--- src/source/pw_defs.svh ---
`ifndef PW_DEFS_SVH
`define PW_DEFS_SVH

//////////////////////////////////////////////////
// sample and word geometry
//////////////////////////////////////////////////

// bits per channel sample
`define PW_DATA_WIDTH 8

// channels carried by one input word
`define PW_LANES 4

//////////////////////////////////////////////////
// window and ring geometry
//////////////////////////////////////////////////

`define PW_ROWS 3
`define PW_TAPS_PER_ROW 3

// three window columns plus the one under fill
`define PW_BANKS 4

// channel groups per column, and the address width for them
`define PW_MAX_GROUPS 8
`define PW_GROUP_BITS 3

`endif

--- src/source/pw_ctrl_pkg.sv ---
`default_nettype none

`include "pw_defs.svh"

package pw_ctrl_pkg;

   // channel group address inside a column
   typedef logic [`PW_GROUP_BITS-1:0] group_idx_t;

   // number of groups per column, 1 to 8, so one bit wider
   typedef logic [`PW_GROUP_BITS:0] group_count_t;

   // position in the bank ring
   typedef logic [$clog2(`PW_BANKS)-1:0] bank_slot_t;

   // loaded columns, saturates at the window width
   typedef logic [1:0] col_count_t;

endpackage

`default_nettype wire

--- src/source/pw_data_pkg.sv ---
`default_nettype none

`include "pw_defs.svh"

package pw_data_pkg;

   // one channel sample
   typedef logic [`PW_DATA_WIDTH-1:0] pixel_t;

   // input word and bank word
   // raw for storage, lane for the per-channel split, lane 0 in the low bits
   typedef union packed {
      logic [`PW_LANES*`PW_DATA_WIDTH-1:0] raw;
      pixel_t [`PW_LANES-1:0]              lane;
   } pixel_group_u;

   // 3x3 feature of one channel
   // tap = row*3 + column, tap 0 in the low bits, column 0 is the oldest
   typedef pixel_t [`PW_ROWS*`PW_TAPS_PER_ROW-1:0] feature_t;

endpackage

`default_nettype wire

--- src/source/column_bank.sv ---
`timescale 1ns/1ps
`default_nettype none

`include "pw_defs.svh"

module column_bank (
   input  logic                      clk,
   input  logic                      wr_en,
   input  pw_ctrl_pkg::group_idx_t   wr_group,
   input  pw_data_pkg::pixel_group_u wr_data,
   input  logic                      rd_en,
   input  pw_ctrl_pkg::group_idx_t   rd_group,
   output pw_data_pkg::pixel_group_u rd_data
);

   // one word per channel group, one row of one column
   logic [`PW_LANES*`PW_DATA_WIDTH-1:0] mem [`PW_MAX_GROUPS];

   always_ff @(posedge clk) begin
      if (wr_en) begin
         mem[wr_group] <= wr_data.raw;
      end
   end

   // registered read port
   always_ff @(posedge clk) begin
      if (rd_en) begin
         rd_data.raw <= mem[rd_group];
      end
   end

   // no read-during-write on one address
   a_no_rw_collision : assert property (
      @(posedge clk)
      !(wr_en && rd_en && wr_group == rd_group)
   );

endmodule

`default_nettype wire

--- src/source/column_bank_array.sv ---
`timescale 1ns/1ps
`default_nettype none

`include "pw_defs.svh"

module column_bank_array (
   input  logic                                              clk,
   input  logic [`PW_BANKS-1:0]                              wr_en,
   input  pw_ctrl_pkg::group_idx_t                           wr_group,
   input  pw_data_pkg::pixel_group_u                         data0,
   input  pw_data_pkg::pixel_group_u                         data1,
   input  pw_data_pkg::pixel_group_u                         data2,
   input  logic                                              rd_fire,
   input  pw_ctrl_pkg::group_idx_t                           rd_group,
   output pw_data_pkg::pixel_group_u [`PW_ROWS*`PW_BANKS-1:0] bank_data
);
   import pw_data_pkg::*;

   pixel_group_u row_data [`PW_ROWS];

   // row r is fed by data r
   assign row_data[0] = data0;
   assign row_data[1] = data1;
   assign row_data[2] = data2;

   //////////////////////////////////////////////////
   // 3 rows by 4 banks, shared addressing
   //////////////////////////////////////////////////

   for (genvar r = 0; r < `PW_ROWS; r++) begin : g_row
      for (genvar b = 0; b < `PW_BANKS; b++) begin : g_bank
         // all twelve banks read together on rd_fire
         column_bank u_bank (
            .clk      (clk),
            .wr_en    (wr_en[b]),
            .wr_group (wr_group),
            .wr_data  (row_data[r]),
            .rd_en    (rd_fire),
            .rd_group (rd_group),
            .rd_data  (bank_data[r*`PW_BANKS + b])
         );
      end
   end

endmodule

`default_nettype wire

--- src/source/pixel_window.sv ---
`timescale 1ns/1ps
`default_nettype none

`include "pw_defs.svh"

module pixel_window (
   input  logic                      clk,
   input  logic                      rst_n,
   input  logic                      frame_start,
   input  pw_ctrl_pkg::group_count_t num_groups,
   input  logic                      col_valid,
   input  pw_data_pkg::pixel_group_u data0,
   input  pw_data_pkg::pixel_group_u data1,
   input  pw_data_pkg::pixel_group_u data2,
   input  logic                      rd_en,
   input  pw_ctrl_pkg::group_idx_t   rd_group,
   output logic                      window_ready,
   output logic                      out_valid,
   output pw_data_pkg::feature_t     feature1,
   output pw_data_pkg::feature_t     feature2,
   output pw_data_pkg::feature_t     feature3,
   output pw_data_pkg::feature_t     feature4
);
   import pw_data_pkg::*;
   import pw_ctrl_pkg::*;

   logic [`PW_BANKS-1:0]                   wr_en;
   group_idx_t                             wr_group;
   logic                                   rd_fire;
   bank_slot_t                             oldest_slot;
   pixel_group_u [`PW_ROWS*`PW_BANKS-1:0]  bank_data;

   // write side and read acceptance
   window_loader u_loader (
      .clk          (clk),
      .rst_n        (rst_n),
      .frame_start  (frame_start),
      .num_groups   (num_groups),
      .col_valid    (col_valid),
      .rd_en        (rd_en),
      .wr_en        (wr_en),
      .wr_group     (wr_group),
      .rd_fire      (rd_fire),
      .oldest_slot  (oldest_slot),
      .window_ready (window_ready)
   );

   column_bank_array u_banks (
      .clk       (clk),
      .wr_en     (wr_en),
      .wr_group  (wr_group),
      .data0     (data0),
      .data1     (data1),
      .data2     (data2),
      .rd_fire   (rd_fire),
      .rd_group  (rd_group),
      .bank_data (bank_data)
   );

   // output side
   window_assembler u_assembler (
      .clk         (clk),
      .rst_n       (rst_n),
      .frame_start (frame_start),
      .rd_fire     (rd_fire),
      .oldest_slot (oldest_slot),
      .bank_data   (bank_data),
      .out_valid   (out_valid),
      .feature1    (feature1),
      .feature2    (feature2),
      .feature3    (feature3),
      .feature4    (feature4)
   );

endmodule

`default_nettype wire

--- src/source/window_assembler.sv ---
`timescale 1ns/1ps
`default_nettype none

`include "pw_defs.svh"

module window_assembler (
   input  logic                                              clk,
   input  logic                                              rst_n,
   input  logic                                              frame_start,
   input  logic                                              rd_fire,
   input  pw_ctrl_pkg::bank_slot_t                           oldest_slot,
   input  pw_data_pkg::pixel_group_u [`PW_ROWS*`PW_BANKS-1:0] bank_data,
   output logic                                              out_valid,
   output pw_data_pkg::feature_t                             feature1,
   output pw_data_pkg::feature_t                             feature2,
   output pw_data_pkg::feature_t                             feature3,
   output pw_data_pkg::feature_t                             feature4
);
   import pw_data_pkg::*;
   import pw_ctrl_pkg::*;

   logic       fire_d;
   bank_slot_t slot_d;
   feature_t   feat_next [`PW_LANES];
   feature_t   feat_q    [`PW_LANES];

   // valid pipe, stage 1 lines up with the bank read register
   always_ff @(posedge clk or negedge rst_n) begin
      if (!rst_n) begin
         fire_d    <= 1'b0;
         out_valid <= 1'b0;
      end else if (frame_start) begin
         fire_d    <= 1'b0;
         out_valid <= 1'b0;
      end else begin
         fire_d    <= rd_fire;
         out_valid <= fire_d;
      end
   end

   // rotation taken with the read
   always_ff @(posedge clk) begin
      if (rd_fire) begin
         slot_d <= oldest_slot;
      end
   end

   //////////////////////////////////////////////////
   // rotation and lane split
   //////////////////////////////////////////////////

   always_comb begin
      bank_slot_t   src;
      pixel_group_u word;
      for (int c = 0; c < `PW_TAPS_PER_ROW; c++) begin
         // window column c sits c banks after the oldest
         src = slot_d + bank_slot_t'(c);
         for (int r = 0; r < `PW_ROWS; r++) begin
            word = bank_data[r*`PW_BANKS + int'(src)];
            for (int k = 0; k < `PW_LANES; k++) begin
               feat_next[k][r*`PW_TAPS_PER_ROW + c] = word.lane[k];
            end
         end
      end
   end

   always_ff @(posedge clk) begin
      if (fire_d) begin
         for (int k = 0; k < `PW_LANES; k++) begin
            feat_q[k] <= feat_next[k];
         end
      end
   end

   // lane k drives feature k+1
   assign feature1 = feat_q[0];
   assign feature2 = feat_q[1];
   assign feature3 = feat_q[2];
   assign feature4 = feat_q[3];

   // fixed two-edge latency from the accepted read
   a_read_latency : assert property (
      @(posedge clk) disable iff (!rst_n)
      out_valid |-> $past(rd_fire, 2)
   );

endmodule

`default_nettype wire

--- src/source/window_loader.sv ---
`timescale 1ns/1ps
`default_nettype none

`include "pw_defs.svh"

module window_loader (
   input  logic                      clk,
   input  logic                      rst_n,
   input  logic                      frame_start,
   input  pw_ctrl_pkg::group_count_t num_groups,
   input  logic                      col_valid,
   input  logic                      rd_en,
   output logic [`PW_BANKS-1:0]      wr_en,
   output pw_ctrl_pkg::group_idx_t   wr_group,
   output logic                      rd_fire,
   output pw_ctrl_pkg::bank_slot_t   oldest_slot,
   output logic                      window_ready
);
   import pw_ctrl_pkg::*;

   localparam col_count_t full_cols = col_count_t'(`PW_TAPS_PER_ROW);

   group_idx_t group_cnt;
   bank_slot_t write_slot;
   col_count_t loaded_cnt;
   logic       col_last;
   logic       load;

   // last group of the column closes it
   assign col_last = col_valid &&
                     (group_count_t'(group_cnt) == num_groups - group_count_t'(1));

   // a word arriving with frame_start belongs to no frame
   assign load = col_valid && !frame_start;

   //////////////////////////////////////////////////
   // group counter and ring position
   //////////////////////////////////////////////////

   always_ff @(posedge clk or negedge rst_n) begin
      if (!rst_n) begin
         group_cnt  <= '0;
         write_slot <= '0;
         loaded_cnt <= '0;
      end else if (frame_start) begin
         group_cnt  <= '0;
         write_slot <= '0;
         loaded_cnt <= '0;
      end else if (col_valid) begin
         if (col_last) begin
            group_cnt  <= '0;
            write_slot <= write_slot + bank_slot_t'(1);
            if (loaded_cnt != full_cols) begin
               loaded_cnt <= loaded_cnt + col_count_t'(1);
            end
         end else begin
            group_cnt <= group_cnt + group_idx_t'(1);
         end
      end
   end

   // set on the edge that completes the third column
   always_ff @(posedge clk or negedge rst_n) begin
      if (!rst_n) begin
         window_ready <= 1'b0;
      end else if (frame_start) begin
         window_ready <= 1'b0;
      end else if (col_last && loaded_cnt == full_cols - col_count_t'(1)) begin
         window_ready <= 1'b1;
      end
   end

   //////////////////////////////////////////////////
   // bank strobes and read gating
   //////////////////////////////////////////////////

   // one-hot write strobe for the bank under fill
   assign wr_en    = load ? (`PW_BANKS'(1) << write_slot) : '0;
   assign wr_group = group_cnt;

   // slot after the one being filled holds the oldest column
   assign oldest_slot = (loaded_cnt == full_cols) ? write_slot + bank_slot_t'(1) : '0;

   assign rd_fire = rd_en && window_ready;

   // num_groups out of range would never close a column
   a_groups_in_range : assert property (
      @(posedge clk) disable iff (!rst_n)
      col_valid |-> (num_groups != '0 && num_groups <= `PW_MAX_GROUPS)
   );

endmodule

`default_nettype wire
--- config.mk ---
export PLATFORM = sky130hd
export DESIGN_NAME = pixel_window
export DESIGN_NICKNAME = d
export VERILOG_FILES = /design/src/source/pw_ctrl_pkg.sv /design/src/source/pw_data_pkg.sv /design/src/source/column_bank.sv /design/src/source/column_bank_array.sv /design/src/source/pixel_window.sv /design/src/source/window_assembler.sv /design/src/source/window_loader.sv
export VERILOG_INCLUDE_DIRS = /design/src /design/src/source
export SDC_FILE = /design/constraint.sdc
export NUM_CORES = 2
export LEC_CHECK = 0
export ABC_AREA = 1
export ABC_CLOCK_PERIOD_IN_PS = 21200
export BUFFER_PORTS_ARGS = -buffer_cell sky130_fd_sc_hd__buf_2
export CORE_MARGIN = 1
export CORE_UTILIZATION = 50
export DETAILED_ROUTE_END_ITERATION = 10
export PLACE_DENSITY = 0.62
export SYNTH_ARGS = -nofsm -noshare
export SYNTH_HDL_FRONTEND = slang
export SYNTH_SLANG_ARGS = --single-unit
export TNS_END_PERCENT = 20
--- constraint.sdc ---
create_clock -name clk -period 21.2 [get_ports clk]
set_input_delay 0 -clock clk [delete_from_list [all_inputs] [get_ports clk]]
set_output_delay 0 -clock clk [all_outputs]
set_load 0.01 [all_outputs]
==> flow_summary.toml <==
[power]
power_w = 0.0155
leakagePower_nw = 56.7
p_per_area_mw_per_mm2 = 93.7
vdd_drop_max_uv = 74.3

[drt]
wl_per_cell_um = 25.4
finalWirelength_mm = 408
firstDrtPassIters = 6
ant_nets = 0
drt-vias-per-instance = 5.81
drt_iter0_markers = 11313
drc = 0
vias = 93373

[layout]
fin_nets = 11977
syn2layout_area_growth_pct = 12.7
final_util_pct = 56.8
drive_gt1_share_pct = 9.44
fillerInstances = 23335
stdcell_area_mm2 = 0.166

[global_route]
grt_pass1_vias = 88132
grt_pass1_wl_mm = 591
overflow = 0
antenna_found_initial = 17
grt_max_degree = 302
grt_use_total_pct = 27.0

[floorplan]
num_rows = 198
die_h_um = 545
die_w_um = 545
io_pins = 398
core_area_mm2 = 0.292
start_util_pct = 50.4
dieArea_mm2 = 0.297

[critical_path]
cp_max_fo = 88
required_ns = 21.75
crit_start = "u_loader.window_ready"
worst_setup_path_start_kind = "flip-flop"
r2r_start = "u_loader.window_ready"
worstPathArrival_ns = 5.40
end_kind = "flip-flop"
criticalPathCategory = "flip-flop to flip-flop"

[logic_synthesis]
avgSynthCellArea_um2 = 12.8
synth_nets = 11651
yosysWarnings = 0
ys_seq_area_share_pct = 76.6
synth_cell_types = 24
syn-cell-area_mm2 = 0.147
syn_inst = 11535
ys_seq_elements = 3756

[sta]
setup_tns_ns = 0
period_share_pct = 22.9
skew_ns = 0.0667
min_period_ns = 4.85
tightest_slew_ns = 1.61
finalSetupViolCount = 0
slew_headroom_pct = -7.46
hold_viol = 0
worst_slack_ns = 16.35
slew_viol_final = 102
rsz0062_at_grt = "no"
maxClockFrequency_mhz = 206

[placed_design]
pre_cts_slack_ns = 16.39
io_buffers = 397
gp_congestion = 0.814
placed_cell_area_mm2 = 0.152
dpl.hpwl_mm = 207

[clocking]
cts_hold_buf = 117
clock_sinks = 3756
cts_tree = "done"
path_clk_slew_ns = 0.06
clock_path_buffers = 4
cts_made_buffers = 381
postCtsResizedCells = 0
clock_latency_ns = 0.98
h-tree-depth = 5
cts_root_buf = "clkbuf_16"
cts_setup_buffers = 0

[worst_hold_path]
hp-class = "input port to flip-flop"
min_from = "data1[22]"

[status]
violations = "slew limit"
status = "complete, but fails checks"

[job]
maxCapViolCount = 0
-- layout make-up --
cell class	count	area, um^2	share of cell area, %
Clock inverter	243	2540	1.53
Antenna cell	8	20.0	0.0121
Clock buffer	453	9870	5.95
Timing Repair Buffer	677	4610	2.78
Sequential cell	3756	113000	68.0
Inverter	314	1230	0.745
Multi-Input combinational cell	6731	29900	18.1
Tap cell	3900	4880	2.94
-- flip-flops by register name, indices dropped and copies added, names as in the netlist --
name / cells
u_assembler.feat_q: 288
u_assembler.fire_d: 1
u_assembler.out_valid: 1
u_assembler.slot_d: 2
u_banks.g_row.g_bank.u_bank.mem: 3072
u_banks.g_row.g_bank.u_bank.rd_data: 384
u_loader.loaded_cnt: 2
u_loader.window_ready: 1
u_loader.wr_group: 3
u_loader.write_slot: 2
-- worst max-delay path: stages (launching register included) --
cell and delay, ns:
dfrtp_1 0.36, nand2_1 0.17, inv_8 0.57, buf_4 0.84
buf_4 0.71, buf_4 0.92, buf_4 0.63
-- per-stage QoR --
stage,std cells,hold slack [ns]
3_3_place_gp,15261,-0.118
6_report,16082,0.0836
2_1_floorplan,11535,-0.296
4_1_cts,16074,0.0355
5_1_grt,16076,0.0996
3_5_place_dp,15261,-0.114
-- final timing paths --
| path | endpoint | slack, ns | cells past startpoint |
|---|---|---|---|
| max | u_banks.g_row[0].g_bank[2].u_bank.rd_data[22] | 16.35 | 6 |
| min | u_banks.g_row[1].g_bank[0].u_bank.mem[7][22] | 0.08 | 2 |
| max reg2reg | u_banks.g_row[0].g_bank[2].u_bank.rd_data[22] | 16.35 | 6 |
| min reg2reg | u_loader.loaded_cnt[1] | 0.54 | 2 |
| max in group asynchronous | u_assembler.fire_d | 20.70 | 3 |
| min in group asynchronous | u_assembler.out_valid | 0.11 | 3 |
-- cells in the final DEF (no fill, tap or decap), types with 9 or more instances in the layout --
cell type,count
a21oi_1,385
a31oi_1,384
buf_12,16
buf_2,394
buf_4,147
bufinv_16,36
clkbuf_1,69
clkbuf_16,384
clkinv_1,79
clkinv_16,13
clkinv_2,81
clkinvlp_4,17
dfrtp_1,9
dlygate4sd3_1,117
edfxtp_1,3746
inv_1,307
nand2_1,1856
nand3_1,17
nor2_1,1931
nor2_4,33
o211ai_1,96
o21ai_0,1476
o21ai_1,542
-- synthesized netlist by cell type, drive strengths merged --
| master | number | area share (%) |
|---|---|---|
| dfrtp | 10 | 0.17 |
| a21oi | 385 | 1.3 |
| clkbuf | 411 | 1.0 |
| a31oi | 384 | 1.6 |
| o211ai | 96 | 0.49 |
| edfxtp | 3746 | 76 |
| nand2 | 1856 | 4.7 |
| ha | 8 | 0.068 |
| nand3b | 1 | 0.0051 |
| o21ai | 2018 | 6.9 |
| nand4 | 1 | 0.0043 |
| inv | 313 | 0.80 |
| nand3 | 17 | 0.058 |
| nor2 | 1964 | 5.0 |
| xor2 | 1 | 0.0060 |
| buf | 323 | 1.4 |
| clkinv | 1 | 0.0025 |
-- routing by layer --
layer	vias to the layer above	share of wire (%)	global-route usage (%)
met2	4270	46	42.7
li1	41877	-	-
met3	621	8.3	3.79
met4	16	2.8	7.72
met1	46589	42	39.3
met5	-	0.026	0
-- cells by family (layout without fill, tap and decap cells) --
kind of cell	after synthesis	after routing	synth area share [%]
buffers and inverters	1048	1687	3.23
xor gates and xnor gates	1	1	0.00595
DFF	3756	3756	76.6
AOI/OAI and AO/OA	2883	2883	10.3
adders and majority gates	8	8	0.0680
and+or+nand+nor	3839	3839	9.81
other	0	8	0
-- report_power, final --
part | switching (W) | internal [W]
registers | 0.0000115 | 0.00822
logic | 0.000482 | 0.000161
clock network | 0.00288 | 0.00379
Note: power is estimated with default switching activity, not from simulation.
